### config.mk
export PLATFORM = sky130hd
export DESIGN_NAME = ppu_out_top
export DESIGN_NICKNAME = d
export VERILOG_FILES = /design/src/design/ppu_pkg.sv /design/src/design/ppu_cfg_ctrl.sv /design/src/design/scanline_emu.sv /design/src/design/rgb_range_out.sv /design/src/design/ppu_out_top.sv
export VERILOG_INCLUDE_DIRS = /design/src /design/src/include
export SDC_FILE = /design/constraint.sdc
export NUM_CORES = 1
export LEC_CHECK = 0
export ABC_AREA = 1
export BUFFER_PORTS_ARGS = -buffer_cell sky130_fd_sc_hd__buf_2
export CELL_PAD_IN_SITES_DETAIL_PLACEMENT = 1
export CELL_PAD_IN_SITES_GLOBAL_PLACEMENT = 1
export CORE_AREA = 2 2 175 194
export CTS_BUF_LIST = sky130_fd_sc_hd__clkbuf_2 sky130_fd_sc_hd__clkbuf_4 sky130_fd_sc_hd__clkbuf_8
export DETAILED_ROUTE_END_ITERATION = 8
export DIE_AREA = 0 0 177 196
export HOLD_SLACK_MARGIN = 0.05
export PLACE_DENSITY = 0.83
export SYNTH_ARGS = -nofsm -noshare
export SYNTH_HDL_FRONTEND = slang
export SYNTH_SLANG_ARGS = --single-unit
export TNS_END_PERCENT = 50
### constraint.sdc
create_clock -name VCLK_Tx -period 10.1 [get_ports VCLK_Tx]
set_clock_uncertainty 0.2 [all_clocks]
set_input_delay 0.505 -clock VCLK_Tx [delete_from_list [all_inputs] [get_ports VCLK_Tx]]
set_output_delay 0.505 -clock VCLK_Tx [all_outputs]
set_load 0.02 [all_outputs]
### src/include/ppu_defs.svh
// Post-processing output unit definitions
// Widths, config word layout, video mode codes and range-limit constants
`ifndef PPU_DEFS_SVH
`define PPU_DEFS_SVH

// ========================================
// Widths
// ========================================
`define PPU_COLOR_W   8   // Bits per color
`define PPU_VD_W      24  // RGB word
`define PPU_CFG_W     32  // Static config word
`define PPU_VIDX_W    3   // Resolution index in vmode
`define PPU_SL_STR_W  4   // Scanline strength code

// ========================================
// Config word bit positions
// ========================================
`define PPU_CFG_RES_LSB        0   // Target resolution, 2 bits
`define PPU_CFG_RES_MSB        1
`define PPU_CFG_VGA_BIT        2   // VGA instead of 480p
`define PPU_CFG_F60_BIT        3   // Force 60 Hz
`define PPU_CFG_F50_BIT        4   // Force 50 Hz
`define PPU_CFG_LLM_BIT        5   // Low-latency mode
`define PPU_CFG_LIMRGB_BIT     6   // Limited-range RGB output
`define PPU_CFG_SL240_EN_BIT   8
`define PPU_CFG_SL240_STR_LSB  9   // 4 bits
`define PPU_CFG_SL480_EN_BIT   16
`define PPU_CFG_SL480_STR_LSB  17  // 4 bits
`define PPU_CFG_SL480_LINK_BIT 21  // 480i strength follows 240p
`define PPU_CFG_480I_BIT       24  // Input is interlaced

// ========================================
// Mode codes
// ========================================
// Target resolution field
`define PPU_RES_480P   2'd0
`define PPU_RES_720P   2'd1
`define PPU_RES_1080P  2'd2
`define PPU_RES_1200P  2'd3

// Resolution index inside vmode, 480p and 576p share index 0
`define PPU_VIDX_480P  3'd0
`define PPU_VIDX_VGA   3'd1
`define PPU_VIDX_720P  3'd2
`define PPU_VIDX_1080P 3'd3
`define PPU_VIDX_1200P 3'd4

`define PPU_VMODE_480P60 4'h0  // Reset mode

// ========================================
// Range limit and resync
// ========================================
`define PPU_LIM_COEFF  8'd220  // 235 - 16 + 1
`define PPU_LIM_OFFSET 8'd16
`define PPU_LIM_MIN    8'd16   // Lowest limited level
`define PPU_LIM_MAX    8'd235  // Offset + coeff - 1

`define PPU_SYNC_STAGES 2  // Flops on the config resync

`endif

### src/design/ppu_pkg.sv
// Post-processing output unit types
// Video mode word with raw and decoded views, scanline settings
`include "ppu_defs.svh"

package ppu_pkg;

  // Decoded view of the video mode
  typedef struct packed {
    logic                    f50;      // 50 Hz family
    logic [`PPU_VIDX_W-1:0]  res_idx;  // 0 480p/576p, 1 VGA, 2 720p, 3 1080p, 4 1200p
  } vmode_s_t;

  // Same 4-bit word seen as a raw code or split into rate and resolution
  typedef union packed {
    logic [`PPU_VIDX_W:0] vmode_raw;  // Raw mode code as written by control
    vmode_s_t             mode_s;     // Field view used for sync polarity
  } vmode_u;

  // Scanline settings handed to the datapath
  typedef struct packed {
    logic                    en;   // Scanlines on
    logic [`PPU_COLOR_W-1:0] str;  // Darkening factor, 255 = full
  } sl_cfg_t;

endpackage

### src/design/ppu_cfg_ctrl.sv
// Output control for the post-processing unit
// Resyncs config word and PAL flag, registers video mode, sync polarity,
// scanline settings and limited-range flag
`timescale 1ns/1ps
`include "ppu_defs.svh"

module ppu_cfg_ctrl (
  input  logic                   VCLK_Tx,
  input  logic                   nVRST_Tx,
  input  logic [`PPU_CFG_W-1:0]  config_word_i,
  input  logic                   pal_mode_i,
  output ppu_pkg::vmode_u        vmode_o,
  output logic                   hsync_pos_o,
  output logic                   vsync_pos_o,
  output ppu_pkg::sl_cfg_t       sl_cfg_o,
  output logic                   lim_rgb_o
);

  // ========================================
  // Resync into VCLK_Tx
  // ========================================
  logic [`PPU_SYNC_STAGES-1:0][`PPU_CFG_W-1:0] cfg_sync_q;
  logic [`PPU_SYNC_STAGES-1:0]                 pal_sync_q;
  logic [`PPU_CFG_W-1:0]                       cfg_rs;  // Resynced config
  logic                                        pal_rs;  // Resynced PAL flag

  always_ff @(posedge VCLK_Tx or negedge nVRST_Tx) begin
    if (!nVRST_Tx) begin
      cfg_sync_q <= '0;
      pal_sync_q <= '0;
    end else begin
      cfg_sync_q <= {cfg_sync_q[`PPU_SYNC_STAGES-2:0], config_word_i};  // Shift in
      pal_sync_q <= {pal_sync_q[`PPU_SYNC_STAGES-2:0], pal_mode_i};
    end
  end

  assign cfg_rs = cfg_sync_q[`PPU_SYNC_STAGES-1];
  assign pal_rs = pal_sync_q[`PPU_SYNC_STAGES-1];

  // ========================================
  // Video mode decode
  // ========================================
  logic [1:0]             res_sel;
  logic                   llm;
  logic                   use_50hz;
  logic [`PPU_VIDX_W-1:0] idx_60;
  logic [`PPU_VIDX_W-1:0] idx_50;
  ppu_pkg::vmode_u        vmode_d;
  logic                   sync_pos_d;

  assign res_sel = cfg_rs[`PPU_CFG_RES_MSB:`PPU_CFG_RES_LSB];
  assign llm     = cfg_rs[`PPU_CFG_LLM_BIT];

  // Forcing a rate only counts outside low-latency mode
  assign use_50hz = (cfg_rs[`PPU_CFG_F60_BIT] & !llm) ? 1'b0 :
                    (cfg_rs[`PPU_CFG_F50_BIT] & !llm) ? 1'b1 :
                                                        pal_rs;

  always_comb begin
    case (res_sel)
      `PPU_RES_720P:  idx_60 = `PPU_VIDX_720P;
      `PPU_RES_1080P: idx_60 = `PPU_VIDX_1080P;
      `PPU_RES_1200P: idx_60 = `PPU_VIDX_1200P;
      default:        idx_60 = cfg_rs[`PPU_CFG_VGA_BIT] ? `PPU_VIDX_VGA :
                                                          `PPU_VIDX_480P;
    endcase
    // No VGA at 50 Hz, 480p turns into 576p
    case (res_sel)
      `PPU_RES_720P:  idx_50 = `PPU_VIDX_720P;
      `PPU_RES_1080P: idx_50 = `PPU_VIDX_1080P;
      `PPU_RES_1200P: idx_50 = `PPU_VIDX_1200P;
      default:        idx_50 = `PPU_VIDX_480P;
    endcase
  end

  always_comb begin
    vmode_d.vmode_raw = {use_50hz, use_50hz ? idx_50 : idx_60};
  end

  // HD modes use positive sync, SD and VGA negative
  assign sync_pos_d = (vmode_d.mode_s.res_idx >= `PPU_VIDX_720P);

  // ========================================
  // Scanline settings
  // ========================================
  logic                     is_480i;
  logic [`PPU_SL_STR_W-1:0] sl_code;  // 4-bit strength as configured
  ppu_pkg::sl_cfg_t         sl_cfg_d;

  assign is_480i = cfg_rs[`PPU_CFG_480I_BIT];

  always_comb begin
    if (!is_480i) begin
      sl_cfg_d.en = cfg_rs[`PPU_CFG_SL240_EN_BIT];
      sl_code     = cfg_rs[`PPU_CFG_SL240_STR_LSB +: `PPU_SL_STR_W];
    end else begin
      sl_cfg_d.en = cfg_rs[`PPU_CFG_SL480_EN_BIT];  // Enable is always the 480i one
      if (cfg_rs[`PPU_CFG_SL480_LINK_BIT])
        sl_code = cfg_rs[`PPU_CFG_SL240_STR_LSB +: `PPU_SL_STR_W];
      else
        sl_code = cfg_rs[`PPU_CFG_SL480_STR_LSB +: `PPU_SL_STR_W];
    end
    sl_cfg_d.str = {sl_code, 4'hF};  // 16*(code+1)-1
  end

  // ========================================
  // Output registers
  // ========================================
  always_ff @(posedge VCLK_Tx or negedge nVRST_Tx) begin
    if (!nVRST_Tx) begin
      vmode_o.vmode_raw <= `PPU_VMODE_480P60;
      hsync_pos_o       <= 1'b0;  // 480p is negative
      vsync_pos_o       <= 1'b0;
      sl_cfg_o          <= '0;
      lim_rgb_o         <= 1'b0;
    end else begin
      vmode_o     <= vmode_d;
      hsync_pos_o <= sync_pos_d;
      vsync_pos_o <= sync_pos_d;
      sl_cfg_o    <= sl_cfg_d;
      lim_rgb_o   <= cfg_rs[`PPU_CFG_LIMRGB_BIT];
    end
  end

  // Only five resolutions exist
  a_vmode_legal: assert property (@(posedge VCLK_Tx) disable iff (!nVRST_Tx)
    vmode_o.mode_s.res_idx <= `PPU_VIDX_1200P);

endmodule

### src/design/scanline_emu.sv
// Scanline emulation
// Darkens pixels on scanline rows by the set strength, syncs follow one cycle later
`timescale 1ns/1ps
`include "ppu_defs.svh"

module scanline_emu (
  input  logic                  VCLK_Tx,
  input  logic                  nVRST_Tx,
  input  logic                  hsync_i,
  input  logic                  vsync_i,
  input  logic                  de_i,
  input  logic                  draw_sl_i,
  input  logic [`PPU_VD_W-1:0]  vd_i,
  input  ppu_pkg::sl_cfg_t      sl_cfg_i,
  output logic                  hsync_o,
  output logic                  vsync_o,
  output logic                  de_o,
  output logic [`PPU_VD_W-1:0]  vd_o
);

  localparam int unsigned W    = `PPU_COLOR_W;
  localparam int unsigned NCOL = `PPU_VD_W / `PPU_COLOR_W;  // R, G, B

  logic                 darken;  // Pixel sits on a visible scanline row
  logic [`PPU_VD_W-1:0] vd_sl;   // Color after darkening

  assign darken = sl_cfg_i.en & draw_sl_i & de_i;

  // ========================================
  // Per color darkening
  // ========================================
  for (genvar c = 0; c < NCOL; c++) begin : g_col
    logic [2*W-1:0] prod;  // Color times strength

    assign prod = vd_i[c*W +: W] * sl_cfg_i.str;
    // Subtract c*str/256, never goes below zero
    assign vd_sl[c*W +: W] = darken ? vd_i[c*W +: W] - prod[2*W-1:W] :
                                      vd_i[c*W +: W];

    // Scanlines only ever take light away
    a_sl_never_brighter: assert property (@(posedge VCLK_Tx) disable iff (!nVRST_Tx)
      vd_o[c*W +: W] <= $past(vd_i[c*W +: W]));
  end

  // Syncs and DE ride along with the color
  always_ff @(posedge VCLK_Tx or negedge nVRST_Tx) begin
    if (!nVRST_Tx) begin
      hsync_o <= 1'b0;
      vsync_o <= 1'b0;
      de_o    <= 1'b0;
      vd_o    <= '0;
    end else begin
      hsync_o <= hsync_i;
      vsync_o <= vsync_i;
      de_o    <= de_i;
      vd_o    <= vd_sl;
    end
  end

endmodule

### src/design/rgb_range_out.sv
// Final output stage
// Three register stages with optional limited-range RGB and sync polarity
`timescale 1ns/1ps
`include "ppu_defs.svh"

module rgb_range_out (
  input  logic                  VCLK_Tx,
  input  logic                  nVRST_Tx,
  input  logic                  hsync_i,      // Active high
  input  logic                  vsync_i,      // Active high
  input  logic                  de_i,
  input  logic [`PPU_VD_W-1:0]  vd_i,
  input  logic                  lim_rgb_i,
  input  logic                  hsync_pos_i,
  input  logic                  vsync_pos_i,
  output logic                  hsync_o,
  output logic                  vsync_o,
  output logic                  de_o,
  output logic [`PPU_VD_W-1:0]  vd_o
);

  localparam int unsigned W    = `PPU_COLOR_W;
  localparam int unsigned NCOL = `PPU_VD_W / `PPU_COLOR_W;

  logic [1:0]                hsync_q;  // Stage 1 and 2
  logic [1:0]                vsync_q;
  logic [1:0]                de_q;
  logic [1:0][`PPU_VD_W-1:0] full_q;   // Full range color, stage 1 and 2
  logic [`PPU_VD_W-1:0]      lim_vd;   // Limited color ready for stage 3

  // ========================================
  // Limited range per color
  // ========================================
  for (genvar c = 0; c < NCOL; c++) begin : g_col
    logic [2*W-1:0] lim_prod;
    logic [W:0]     lim_s1_q;  // Top 9 bits of c*220
    logic [W-1:0]   lim_s2_q;  // Rounded c*220/256

    assign lim_prod = vd_i[c*W +: W] * `PPU_LIM_COEFF;

    always_ff @(posedge VCLK_Tx or negedge nVRST_Tx) begin
      if (!nVRST_Tx) begin
        lim_s1_q <= '0;
        lim_s2_q <= '0;
      end else begin
        lim_s1_q <= lim_prod[2*W-1:W-1];
        lim_s2_q <= lim_s1_q[W:1] + W'(lim_s1_q[0]);  // Round up on half LSB
      end
    end

    assign lim_vd[c*W +: W] = lim_s2_q + `PPU_LIM_OFFSET;  // Max 219 + 16

    // Limited output stays in the video levels
    a_lim_in_range: assert property (@(posedge VCLK_Tx) disable iff (!nVRST_Tx)
      $past(lim_rgb_i) |-> vd_o[c*W +: W] inside {[`PPU_LIM_MIN:`PPU_LIM_MAX]});
  end

  // ========================================
  // Pipeline and output registers
  // ========================================
  always_ff @(posedge VCLK_Tx or negedge nVRST_Tx) begin
    if (!nVRST_Tx) begin
      hsync_q <= '0;
      vsync_q <= '0;
      de_q    <= '0;
      full_q  <= '0;
      hsync_o <= 1'b0;
      vsync_o <= 1'b0;
      de_o    <= 1'b0;
      vd_o    <= '0;
    end else begin
      hsync_q <= {hsync_q[0], hsync_i};
      vsync_q <= {vsync_q[0], vsync_i};
      de_q    <= {de_q[0], de_i};
      full_q  <= {full_q[0], vd_i};
      hsync_o <= hsync_q[1] ^ ~hsync_pos_i;  // Invert for negative polarity
      vsync_o <= vsync_q[1] ^ ~vsync_pos_i;
      de_o    <= de_q[1];
      vd_o    <= lim_rgb_i ? lim_vd : full_q[1];
    end
  end

endmodule

### src/design/ppu_out_top.sv
// Post-processing output unit top
// Control block plus scanline and output range datapath, 4 cycles in to out
`timescale 1ns/1ps
`include "ppu_defs.svh"

module ppu_out_top (
  input  logic                  VCLK_Tx,
  input  logic                  nVRST_Tx,
  input  logic [`PPU_CFG_W-1:0] config_word_i,
  input  logic                  pal_mode_i,
  input  logic                  hsync_i,
  input  logic                  vsync_i,
  input  logic                  de_i,
  input  logic                  draw_sl_i,   // Current row is a scanline
  input  logic [`PPU_VD_W-1:0]  vd_i,
  output logic                  hsync_o,
  output logic                  vsync_o,
  output logic                  de_o,
  output logic [`PPU_VD_W-1:0]  vd_o,
  output ppu_pkg::vmode_u       vmode_o
);

  // Control levels, static between config changes
  logic             hsync_pos;
  logic             vsync_pos;
  logic             lim_rgb;
  ppu_pkg::sl_cfg_t sl_cfg;

  // Scanline stage to output stage
  logic                 sl_hsync;
  logic                 sl_vsync;
  logic                 sl_de;
  logic [`PPU_VD_W-1:0] sl_vd;

  ppu_cfg_ctrl cfg_ctrl_u (
    .VCLK_Tx       (VCLK_Tx),
    .nVRST_Tx      (nVRST_Tx),
    .config_word_i (config_word_i),
    .pal_mode_i    (pal_mode_i),
    .vmode_o       (vmode_o),
    .hsync_pos_o   (hsync_pos),
    .vsync_pos_o   (vsync_pos),
    .sl_cfg_o      (sl_cfg),
    .lim_rgb_o     (lim_rgb)
  );

  // 1 cycle
  scanline_emu scanline_emu_u (
    .VCLK_Tx   (VCLK_Tx),
    .nVRST_Tx  (nVRST_Tx),
    .hsync_i   (hsync_i),
    .vsync_i   (vsync_i),
    .de_i      (de_i),
    .draw_sl_i (draw_sl_i),
    .vd_i      (vd_i),
    .sl_cfg_i  (sl_cfg),
    .hsync_o   (sl_hsync),
    .vsync_o   (sl_vsync),
    .de_o      (sl_de),
    .vd_o      (sl_vd)
  );

  // 3 cycles
  rgb_range_out rgb_range_out_u (
    .VCLK_Tx     (VCLK_Tx),
    .nVRST_Tx    (nVRST_Tx),
    .hsync_i     (sl_hsync),
    .vsync_i     (sl_vsync),
    .de_i        (sl_de),
    .vd_i        (sl_vd),
    .lim_rgb_i   (lim_rgb),
    .hsync_pos_i (hsync_pos),
    .vsync_pos_i (vsync_pos),
    .hsync_o     (hsync_o),
    .vsync_o     (vsync_o),
    .de_o        (de_o),
    .vd_o        (vd_o)
  );

endmodule

Yosys cells after proc, flatten, opt, wreduce, memory -nomap -nowiden --
Cells that the tools add are included.
Word-level totals: flip-flop bits (word level) 226, bits of input ports 63, output and inout port bits 31, logic and storage cells 67
Operators by class: add/subtract/negate cells 9, multiply operators 6, magnitude comparators 1, equality and inequality tests 3, multiplexer cells 13, bitwise logic cells 7, reduce and logical (&&, ||, !) cells 1
Operator list (number):
- multiplier 8 x 8 -> 16 bit | 3
- multiplier 8 x 6 -> 14 bit (second input constant) | 3
- adder 8 x 1 -> 8 bit | 3
- adder 8 x 5 -> 8 bit (second input constant) | 3
- two-way mux 24 bit | 1
- two-way mux 8 bit | 3
- subtractor 8 bit | 3
- case mux 3 bit (3 select lines) | 2
- two-way mux 4 bit | 2
- AND 1 bit | 4
- == test 2 bit (second input constant) | 2
- two-way mux 1 bit | 4
- >= comparator 3 x 2 -> 1 bit (second input constant) | 1
- two-way mux 3 bit | 1
- == test 2 x 1 -> 1 bit (second input constant) | 1
- XOR 1 bit | 2
- zero test 1 bit | 1
- NOT 1 bit | 1

Longest topological paths before layout --
Gate-level depths: netlist of run 1.
depth after elaboration 6, depth in mapped cells 32, depth with buffers taken out 30

By module --
From an unflattened synthesis of run 1, not the netlist that was laid out.
Second synthesis, totals: cell total of the unflattened synthesis 1993, area total of the unflattened synthesis 17227.8 um^2
By module, submodules not included:
- scanline_emu | instances 1, cells each 1158, area an instance 8160.3 um^2, sequential area each 675.6 um^2
- rgb_range_out | instances 1, cells each 744, area an instance 7553.5 um^2, sequential area each 3303.2 um^2
- ppu_cfg_ctrl | instances 1, cells each 91, area an instance 1514.0 um^2, sequential area each 1301.2 um^2

Worst setup path after synthesis of run 1 --
OpenSTA, ideal clock, no wires.
path kind register to register, start point register cfg_ctrl_u.sl_cfg_o[3] (netlist name), end point register scanline_emu_u.vd_o[13], library setup time 133 ps, arrival 5051 ps, required time 9767 ps, path slack 4716 ps, cell stages (with the launch flop) 26, buffers on the path 2, clock period less this slack 5384 ps, path through dfrtp_1 buf_2 buf_2 nand2_1 inv_1 fa_1 inv_1 fa_1 inv_1 fa_1 fa_1 ha_1 a21oi_1 o21ai_0 a21oi_1 nor2_1 nor2_1 xor2_1 ha_1 a21oi_1 o21ai_2 nand2_1 nand2_1 a21oi_1 xor2_1 o21ai_0
Between the ends: word-level cells in the longest chain between the ends 3
Ends and longest elaborated chain:
- start, declared | line ppu_cfg_ctrl.sv:15 | output ppu_pkg::sl_cfg_t sl_cfg_o,
- start signal, assigned | line ppu_cfg_ctrl.sv:120 | sl_cfg_o <= sl_cfg_d;
- multiplier 8 x 8 -> 16 bit | line scanline_emu.sv:35 | assign prod = vd_i[c*W +: W] * sl_cfg_i.str;
- subtractor 8 bit | line scanline_emu.sv:37 | assign vd_sl[c*W +: W] = darken ? vd_i[c*W +: W] - prod[2*W-1:W] :
- two-way mux 8 bit | line scanline_emu.sv:37
- net scanline_emu_u.vd_sl[13] | line scanline_emu.sv:25 | logic [`PPU_VD_W-1:0] vd_sl;
- end signal, assigned | line scanline_emu.sv:56 | vd_o <= vd_sl;
- end, declared | line scanline_emu.sv:18 | output logic [`PPU_VD_W-1:0] vd_o
The timed path passes the listed nets, and every way through them passes these cells.

Final worst setup path of run 1 --
start point register cfg_ctrl_u.sl_cfg_o[3] (netlist name), end point register scanline_emu_u.vd_o[15]
Same word-level chain as after synthesis.

==> results of run 1 <==
==> what timing repair did <==
action / in CTS / in global routing
resized for setup: 0 / 0
hold buffers: 24 / 0
hold endpoints to repair: 146 / 0
setup buffers: 0 / 0
==> synthesized netlist by cell type, types with 8 or more instances <==
| cell | number | area share [%] |
|---|---|---|
| a21oi_1 | 78 | 2.4 |
| clkbuf_1 | 22 | 0.51 |
| o21ai_1 | 8 | 0.25 |
| nand4_1 | 10 | 0.39 |
| xor2_1 | 67 | 3.6 |
| nand3_1 | 38 | 1.2 |
| dfrtp_1 | 211 | 33 |
| nor2_1 | 47 | 1.1 |
| ha_1 | 215 | 17 |
| inv_1 | 419 | 9.7 |
| nand2_1 | 365 | 8.4 |
| o21ai_0 | 39 | 1.2 |
| xnor2_1 | 26 | 1.4 |
| fa_1 | 147 | 18 |
==> stage by stage <==
stage          hold slack [ps]  cells  area (um^2)
2_1_floorplan             9.41   1751        16200
3_3_place_gp               132   2243        17100
3_5_place_dp               136   2243        17100
4_1_cts                   79.7   2332        18200
5_1_grt                    127   2332        18200
6_report                   117   2332        18200
==> worst paths after layout <==
kind,from,to,slack (ps),cells after the start
setup reg to reg,cfg_ctrl_u.sl_cfg_o[3],scanline_emu_u.vd_o[15],3830,26
hold / removal,vd_i[12],scanline_emu_u.vd_o[12],120,3
max in group asynchronous,nVRST_Tx,rgb_range_out_u.vd_o[23],7660,3
hold reg to reg,cfg_ctrl_u.cfg_sync_q[2],cfg_ctrl_u.cfg_rs[2],150,0
min in group asynchronous,nVRST_Tx,rgb_range_out_u.vd_o[16],460,2
setup / recovery,cfg_ctrl_u.sl_cfg_o[3],scanline_emu_u.vd_o[15],3830,26
==> state kept, by name, summed over array words and instances (netlist names), 4 cells and up <==
signal                          cells
rgb_range_out_u.full_q             48
scanline_emu_u.vd_o                24
cfg_ctrl_u.sl_cfg_o                 6
rgb_range_out_u.vd_o               24
rgb_range_out_u.g_col.lim_s1_q     27
cfg_ctrl_u.vmode_o                  4
cfg_ctrl_u.cfg_rs                  19
rgb_range_out_u.g_col.lim_s2_q     24
cfg_ctrl_u.cfg_sync_q              19
==> worst max-delay path, cell delays in order, from the launching register on <==
cell,delay [ps]
dfrtp_1,990
nand2_1,310
inv_1,220
fa_1,460
fa_1,480
fa_1,550
inv_1,60
fa_1,530
inv_1,40
ha_1,340
nand2_1,100
nand2_1,50
nand2_1,60
nand2_1,70
a21oi_1,220
nor2_1,60
nor2_1,120
xor2_1,230
ha_1,310
nand2_1,100
o21ai_0,80
a31oi_1,210
inv_1,70
nand2_1,80
nand3_1,70
nand2_1,80
nand2_1,50
==> kinds of logic (layout without fill, tap and decap cells) <==
kind of cell    after synthesis  in the layout  share of synthesized area, %
simple gates                476            476                          11.8
buf+inv                     450            599                          10.4
fa+ha+maj                   362            362                          34.7
flops                       211            211                          32.5
compound gates              153            153                          5.21
xor+xnor                     93             93                          5.02
mux                           5              5                         0.347
other cells                   1              1                        0.0231
==> metal layers <==
| layer | share of wire (%) | GRT usage (%) |
|---|---|---|
| met1 | 41 | 25.5 |
| met2 | 54 | 42.2 |
| met3 | 2.6 | 2.71 |
| met4 | 2.1 | 5.57 |
| met5 | 0 | 0 |
==> layout make-up <==
type,count,area [um^2]
multi-input cells,1090,9260
flip-flops and latches,211,5280
fillers,3816,14700
inverters,424,1590
clock buffers,57,728
well taps,432,541
repair buffers,110,696
clock inverters,8,75.1
==> flow_summary_export.csv, run 1 <==
group,metric,value,unit
placed_design,hpwl,28000,um
grt,grt.total_usage,22.0,%
placed_design,pre_cts_ws,3740,ps
yosys,synth_fp_nets,2176,
clocking,cts_tree,"built",
setup_path,worstSetupEndpointType,"flop",
floorplan,io_pins,94,
timing,timing.final.crit_period,6270,ps
cells_and_area,fin_util,55.3,%
clocking,clock_path_buffers,3,
worst_hold_path,hold_path.class,"in -> reg",
floorplan,coreArea,0.0328,mm^2
clocking,cts_max_level,2,
clocking,cts_root_buffer,"clkbuf_8",
detailed_routing,num_vias,11514,
timing,fin_crit_sh,62.1,%
floorplan,dieArea,0.0347,mm^2
yosys,synth_cells,1751,
grt,grt_overflow,0,
cells_and_area,final_nets,2298,
detailed_routing,drt_wl_total,35900,um
timing,layout_setup_ws,3830,ps
floorplan,rows,70,
floorplan,die_x,177,um
timing,hold_viol_final,0,
grt,grt_pass1_wl,61600,um
timing,rsz0062_at_grt,"no",
cells_and_area,final_common_cell,"inv_1",
grt,grt_antenna_before_repair,0,
grt,grt_max_degree,125,
yosys,synth_seq_area_share,32.5,%
cells_and_area,n_antenna_cell,0,
run,maxCapViolCount,0,
placed_design,numPortBuffers,80,
yosys,syn_area_per_cell,9.27,um^2
timing,tightest_slew,1020,ps
yosys,ys.warnings.count,0,
detailed_routing,drc,0,
placed_design,gp_congestion,0.809,
outcome,outcome,"finished, final reports clean",
detailed_routing,firstDrtPassIters,4,
timing,slew_violations,0,
detailed_routing,vias_per_cell,4.94,
cells_and_area,final_layout_size_suffix_gt1_share,9.63,%
yosys,async_flop_share,100,%
detailed_routing,drt_iter0_drc,314,
cells_and_area,area_delta_synth_final,11.9,%
yosys,ys.flop_type,"dfrtp_1",
yosys,ys_ff_latch,211,
timing,slew_headroom,32.3,%
timing,setup_tns,0,ps
floorplan,die_h,196,um
yosys,synth-edff-count,0,
setup_path,crit_arrival,6470,ps
cells_and_area,final_cell_mix,"inv_1 (419), nand2_1 (365), ha_1 (215), dfrtp_1 (211), fa_1 (147)",
yosys,synth.distinct_cells,33,
setup_path,critical_path.max_fanout,24,
setup_path,critPathLaunchType,"flop",
yosys,netlist_area,0.0162,mm^2
clocking,clkSinkCount,211,
timing,setup_viol,0,
timing,max_freq,160,MHz
clocking,cts_made_buffers,36,
setup_path,criticalPathCategory,"reg -> reg",
grt,grt_pass1_vias,13267,
setup_path,required,10300,ps
detailed_routing,wire_per_inst,15.4,um
clocking,clk_latency,540,ps
detailed_routing,ant_nets,0,
floorplan,start_util,49.4,%
clocking,clkSlewWorstSetupHoldPaths,80,ps
Power of run 1 is not shown: default switching activity piles up to over one toggle a cycle in this logic, so the estimate is an artifact.
==> inputs of run 2 (changes only) <==
--- a/config.mk
+++ b/config.mk
@@ -10,12 +10,12 @@
 export BUFFER_PORTS_ARGS = -buffer_cell sky130_fd_sc_hd__buf_2
 export CELL_PAD_IN_SITES_DETAIL_PLACEMENT = 1
 export CELL_PAD_IN_SITES_GLOBAL_PLACEMENT = 1
-export CORE_AREA = 2 2 175 194
+export CORE_AREA = 2 2 185 205
 export CTS_BUF_LIST = sky130_fd_sc_hd__clkbuf_2 sky130_fd_sc_hd__clkbuf_4 sky130_fd_sc_hd__clkbuf_8
 export DETAILED_ROUTE_END_ITERATION = 8
-export DIE_AREA = 0 0 177 196
+export DIE_AREA = 0 0 187 207
 export HOLD_SLACK_MARGIN = 0.05
-export PLACE_DENSITY = 0.83
+export PLACE_DENSITY = 0.78
 export SYNTH_ARGS = -nofsm -noshare
 export SYNTH_HDL_FRONTEND = slang
 export SYNTH_SLANG_ARGS = --single-unit
==> constraint.sdc (replaced) <==
create_clock -name VCLK_Tx -period 5.3 [get_ports VCLK_Tx]
set_clock_uncertainty 0.2 [all_clocks]
set_input_delay 0.265 -clock VCLK_Tx [delete_from_list [all_inputs] [get_ports VCLK_Tx]]
set_output_delay 0.265 -clock VCLK_Tx [all_outputs]
set_load 0.02 [all_outputs]
==> run 2 against run 1 <==
The flow now finishes with violations (setup timing); clock-buffer cell count is 6 lower; first-iteration DRC count grew 89%; worst hold slack got worse by 36 ps; utilization increased by 0.24 points; sequential cell count stayed put; critical path depth increased by 2; sequential share of layout area fell by 3.2 points; register-to-register slack got worse by 4300 ps; critical path type unchanged.
==> flow_summary_export.csv, run 2 (synthesized netlist as in run 1, its figures left out) <==
group,metric,value,unit
outcome,outcome,"complete, but fails checks",
outcome,violations,"setup timing",
floorplan,die_x,187,um
timing,slew_headroom,36.7,%
timing,fin_crit_sh,109,%
detailed_routing,drc,0,
clocking,cts_max_level,2,
floorplan,dieArea,0.0387,mm^2
setup_path,critical_path.max_fanout,5,
cells_and_area,final_common_cell,"inv_1",
clocking,clkSlewWorstSetupHoldPaths,70,ps
detailed_routing,num_vias,13020,
clocking,clock_path_buffers,3,
setup_path,criticalPathCategory,"reg -> reg",
clocking,clk_latency,600,ps
cells_and_area,final_nets,2470,
setup_path,crit_slowest_cell,"fa_1",
cells_and_area,area_delta_synth_final,25.8,%
detailed_routing,ant_nets,0,
detailed_routing,drt_wl_total,49300,um
cells_and_area,regArea,0.00528,mm^2
setup_path,rr_worst_depth,28,
setup_path,critPathLaunchType,"flop",
detailed_routing,wire_per_inst,19.2,um
setup_path,crit_cells,28,
setup_path,crit_top_cell,"nand2_1",
grt,grt_antenna_before_repair,0,
placed_design,numPortBuffers,80,
timing,rsz0062_at_grt,"yes",
grt,grt_max_degree,132,
floorplan,coreArea,0.0368,mm^2
detailed_routing,drt_iter0_drc,592,
timing,layout_setup_ws,-498,ps
detailed_routing,firstDrtPassIters,5,
timing,max_freq,172,MHz
setup_path,startpoint,"cfg_ctrl_u.sl_cfg_o[4]",
cells_and_area,final_layout_size_suffix_gt1_share,23.6,%
cells_and_area,multiInputGateArea,0.00999,mm^2
cells_and_area,n_antenna_cell,0,
setup_path,path_buf_inv,7,
timing,tightest_slew,948,ps
timing,setup_tns,-4090,ps
run,maxCapViolCount,0,
floorplan,rows,74,
clocking,clkSinkCount,211,
cells_and_area,fillCellCount,4188,
cells_and_area,final_cell_mix,"inv_1 (395), nand2_1 (321), dfrtp_1 (208), ha_1 (194), fa_1 (142)",
setup_path,crit_arrival,6070,ps
floorplan,start_util,44.2,%
setup_path,crit_end,"scanline_emu_u.vd_o[15]",
timing,setup_viol,15,
placed_design,gp_congestion,0.802,
grt,grt.total_usage,23.1,%
setup_path,critPathTopFamily,"adder cells",
grt,grt_overflow,0,
setup_path,required,5570,ps
grt,grt_pass1_wl,71900,um
cells_and_area,regMostFlops,"rgb_range_out_u.full_q",
detailed_routing,vias_per_cell,5.08,
setup_path,crit_path_max_incr_delay,560,ps
worst_hold_path,hold_path.class,"in -> reg",
grt,grt_pass1_vias,14646,
setup_path,r2r_end,"scanline_emu_u.vd_o[15]",
floorplan,io_pins,94,
setup_path,worstSetupEndpointType,"flop",
cells_and_area,reg_top3,"rgb_range_out_u.full_q: 48 flops, rgb_range_out_u.g_col.lim_s1_q: 27 flops",
floorplan,die_h,207,um
setup_path,r2r_setup_slack,-500,ps
clocking,cts_tree,"built",
timing,hold_viol_final,0,
timing,timing.final.crit_period,5800,ps
placed_design,hpwl,30100,um
clocking,cts_root_buffer,"clkbuf_8",
cells_and_area,largest_reg_flops,48,
setup_path,worstReg2RegStart,"cfg_ctrl_u.sl_cfg_o[4]",
clocking,cts_made_buffers,36,
timing,slew_violations,0,
[run 2: changes by cell type in the layout (fill, tap and decap cells not counted), moves of 21 or more]
| cell | before | now |
|---|---|---|
| buf_4 | 6 | 134 |
| nand2_1 | 365 | 321 |
| nand2_2 | 6 | 40 |
| a21oi_1 | 78 | 46 |
| a21oi_2 | 3 | 32 |
| dlygate4sd3_1 | 24 | 48 |
| inv_1 | 419 | 395 |
| ha_1 | 215 | 194 |
[run 2: routing by layer]
layer  GRT usage, %  routed length (um)  up-vias
met5              0                   0        -
met4           11.5                2850        0
met3           3.73                2120      195
met2           43.7               26100      396
met1           24.8               18200     6549
li1               -                   -     5880
[run 2: tightest hold or removal path: cells and delay by family]
| kind | cells | cell delay, ps |
|---|---|---|
| buf+inv | 2 | 330 |
| simple gates | 2 | 170 |
| compound gates | 1 | 60 |
[run 2: how the worst min path moves through the flow]
stage / start / to / slack, ps / cells after the start
floorplan: nVRST_Tx / cfg_ctrl_u.cfg_rs[0] / -230 / 0
global placement: cfg_ctrl_u.cfg_sync_q[4] / cfg_ctrl_u.cfg_rs[4] / 130 / 0
detailed placement: cfg_ctrl_u.cfg_sync_q[12] / cfg_ctrl_u.cfg_rs[12] / 140 / 0
CTS: draw_sl_i / scanline_emu_u.vd_o[6] / 50 / 5
global route: config_word_i[18] / cfg_ctrl_u.cfg_sync_q[18] / 110 / 2
finish: draw_sl_i / scanline_emu_u.vd_o[12] / 80 / 5
[run 2: final cells by class]
cell class | count | share of cell area [%]
tap | 494 | 3.03
clock buffer | 51 | 3.22
sequential | 211 | 25.9
multi-input combinational | 1090 | 48.9
clock inverter | 12 | 0.380
inverter | 424 | 7.85
timing repair buffer | 282 | 10.7
[run 2: timing repair]
item | in CTS | in global routing
endpoints found under the setup margin | 17 | 18
endpoints found under the hold margin | 176 | 0
pin swaps | 77 | 66
gates cloned | 0 | 1
resized for setup | 100 | 110
setup buffers | 6 | 19
hold buffers | 48 | 0
[run 2: through the flow]
stage          utilization (%)  setup WS [ps]  std cells  cell area, um^2  hold WS, ps
2_1_floorplan                -          -31.4       1751            16200         -231
3_3_place_gp              49.5           -209       2430            18200          132
3_5_place_dp              49.5           -410       2430            18200          136
4_1_cts                   54.2          -27.4       2546            19900         53.6
5_1_grt                   55.6           -630       2564            20400          106
6_report                  55.6           -498       2564            20400         81.4
Power of run 2 is left out for the same reason.
==> inputs of run 3 (changes only) <==
--- a/config.mk
+++ b/config.mk
@@ -7,13 +7,13 @@
 export NUM_CORES = 1
 export LEC_CHECK = 0
 export ABC_AREA = 1
-export BUFFER_PORTS_ARGS = -buffer_cell sky130_fd_sc_hd__buf_2
 export CELL_PAD_IN_SITES_DETAIL_PLACEMENT = 1
 export CELL_PAD_IN_SITES_GLOBAL_PLACEMENT = 1
-export CORE_AREA = 2 2 185 205
+export CORE_AREA = 2 2 181 200
 export CTS_BUF_LIST = sky130_fd_sc_hd__clkbuf_2 sky130_fd_sc_hd__clkbuf_4 sky130_fd_sc_hd__clkbuf_8
 export DETAILED_ROUTE_END_ITERATION = 8
-export DIE_AREA = 0 0 187 207
+export DIE_AREA = 0 0 183 202
+export DONT_BUFFER_PORTS = 1
 export HOLD_SLACK_MARGIN = 0.05
 export PLACE_DENSITY = 0.78
 export SYNTH_ARGS = -nofsm -noshare
==> run 3 against run 2 <==
The run still ends with setup timing left; global-route usage down 1.4 points; via count decreased by 5.6%; final area down 2.0%; clock-buffer cell count increased by 6; routed wire length down 12%; sequential share of layout area increased by 0.51 points; cell count fell by 5.9%; sequential cell count is the same; die area down 4.5%; highest routed layer unchanged.
==> flow_summary_export.csv, run 3 (synthesized netlist as in run 1, its figures left out) <==
group,metric,value,unit
cells_and_area,area_delta_synth_final,23.3,%
floorplan,dieArea,0.0370,mm^2
cells_and_area,final_cell_count_no_fill,2413,
setup_path,crit_path_max_incr_delay,540,ps
clocking,clkSlewWorstSetupHoldPaths,80,ps
placed_design,gp_congestion,0.841,
clocking,cts_max_level,2,
setup_path,crit_arrival,5820,ps
grt,grt_antenna_before_repair,1,
clocking,cts_tree,"built",
setup_path,required,5520,ps
timing,fin_crit_sh,106,%
grt,grt_pass1_wl,65700,um
placed_design,dpl_cell_area,0.0174,mm^2
worst_hold_path,min_from,"config_word_i[11]",
detailed_routing,num_vias,12289,
outcome,violations,"setup timing",
cells_and_area,regMostFlops,"rgb_range_out_u.full_q",
detailed_routing,wire_per_inst,17.9,um
floorplan,die_x,183,um
clocking,clock_path_buffers,3,
placed_design,dp_cells,2261,
cells_and_area,regArea,0.00528,mm^2
setup_path,worstReg2RegStart,"cfg_ctrl_u.sl_cfg_o[3]",
grt,grt_pass1_vias,13889,
setup_path,rr_worst_depth,26,
cells_and_area,reg_top3,"rgb_range_out_u.full_q: 48 flops, rgb_range_out_u.g_col.lim_s1_q: 27 flops",
setup_path,crit_top_cell,"fa_1",
timing,rsz0062_at_grt,"yes",
setup_path,criticalPathCategory,"reg -> reg",
cells_and_area,fillCellCount,3899,
timing,setup_viol,13,
floorplan,start_util,46.4,%
timing,timing.final.crit_period,5600,ps
placed_design,numPortBuffers,0,
setup_path,path_buf_inv,7,
placed_design,pre_cts_ws,-261,ps
clocking,cts_made_buffers,38,
floorplan,coreArea,0.0350,mm^2
setup_path,critPathLaunchType,"flop",
timing,layout_setup_ws,-301,ps
cells_and_area,stdcell_area,0.0200,mm^2
detailed_routing,drc,0,
detailed_routing,drt_wl_total,43300,um
detailed_routing,ant_nets,0,
setup_path,critPathTopFamily,"adder cells",
cells_and_area,multiInputGateArea,0.0101,mm^2
clocking,clk_latency,560,ps
worst_hold_path,hold_path.class,"in -> reg",
timing,tightest_slew,1060,ps
cells_and_area,final_cell_mix,"inv_1 (392), nand2_1 (309), dfrtp_1 (210), ha_1 (188), fa_1 (140)",
clocking,clkSinkCount,211,
floorplan,rows,72,
setup_path,worstSetupEndpointType,"flop",
setup_path,crit_slowest_cell,"fa_1",
cells_and_area,largest_reg_flops,48,
cells_and_area,final_nets,2368,
setup_path,r2r_end,"scanline_emu_u.vd_o[15]",
timing,max_freq,179,MHz
grt,grt_max_degree,212,
timing,slew_headroom,29.6,%
run,maxCapViolCount,0,
placed_design,hpwl,28600,um
clocking,cts_root_buffer,"clkbuf_8",
cells_and_area,final_layout_size_suffix_gt1_share,20.3,%
setup_path,critical_path.max_fanout,5,
timing,hold_viol_final,0,
detailed_routing,vias_per_cell,5.09,
detailed_routing,firstDrtPassIters,4,
cells_and_area,final_common_cell,"inv_1",
setup_path,startpoint,"cfg_ctrl_u.sl_cfg_o[3]",
outcome,outcome,"complete, but fails checks",
grt,grt.total_usage,21.8,%
timing,slew_violations,0,
setup_path,crit_cells,26,
grt,grt_overflow,0,
setup_path,r2r_setup_slack,-300,ps
setup_path,crit_end,"scanline_emu_u.vd_o[15]",
floorplan,io_pins,94,
detailed_routing,drt_iter0_drc,483,
floorplan,die_h,202,um
## run 3: changes by cell type in the layout (fill, tap and decap cells not counted), moves of 6 or more
cell | before | now
buf_2 | 79 | 0
dlygate4sd3_1 | 48 | 64
nand2_1 | 321 | 309
buf_4 | 134 | 100
inv_2 | 25 | 31
nand2_2 | 40 | 51
ha_1 | 194 | 188
buf_6 | 12 | 5
## run 3: how the worst min path moves through the flow
stage                                endpoint  slack (ps)  depth (start not counted)
finish              cfg_ctrl_u.cfg_sync_q[11]          80                          1
CTS                   scanline_emu_u.vd_o[15]        -370                          2
global route         cfg_ctrl_u.cfg_sync_q[0]          60                          1
floorplan                cfg_ctrl_u.cfg_rs[0]        -230                          0
global placement     rgb_range_out_u.vd_o[16]        -220                          0
detailed placement       rgb_range_out_u.de_o        -220                          0
## run 3: what timing repair did
item,CTS,global route
pin swaps,38,114
gates resized for setup,58,174
cloned,0,1
endpoints found under the hold margin,258,1
endpoints found under the setup margin,13,18
buffers inserted,5,15
hold buffers,64,1
## run 3: layout make-up
type / count / area share (%)
flip-flops and latches: 211 / 26.4
inverters: 424 / 7.96
diodes: 1 / 0.0125
repair buffers: 178 / 8.17
well taps: 444 / 2.77
clock inverters: 8 / 0.612
multi-input cells: 1090 / 50.5
clock buffers: 57 / 3.57
## run 3: routing by layer
metal,track usage (%),vias to the layer above,wire length (um)
met2,42.0,281,23400
met4,6.49,0,1620
met5,0,-,0
met1,24.5,6202,16600
met3,3.17,116,1730
li1,-,5690,-
## run 3: per-stage QoR
stage                     setup TNS [ps]  hold slack (ps)  util, %
after detailed placement           -2030             -225     49.9
after floorplan                    -65.2             -231        -
final                              -1740             81.4     57.3
after global placement              -368             -225     49.9
after CTS                           -429             -370     55.1
after global routing               -4610             63.4     57.3
Power of run 3 is left out for the same reason.
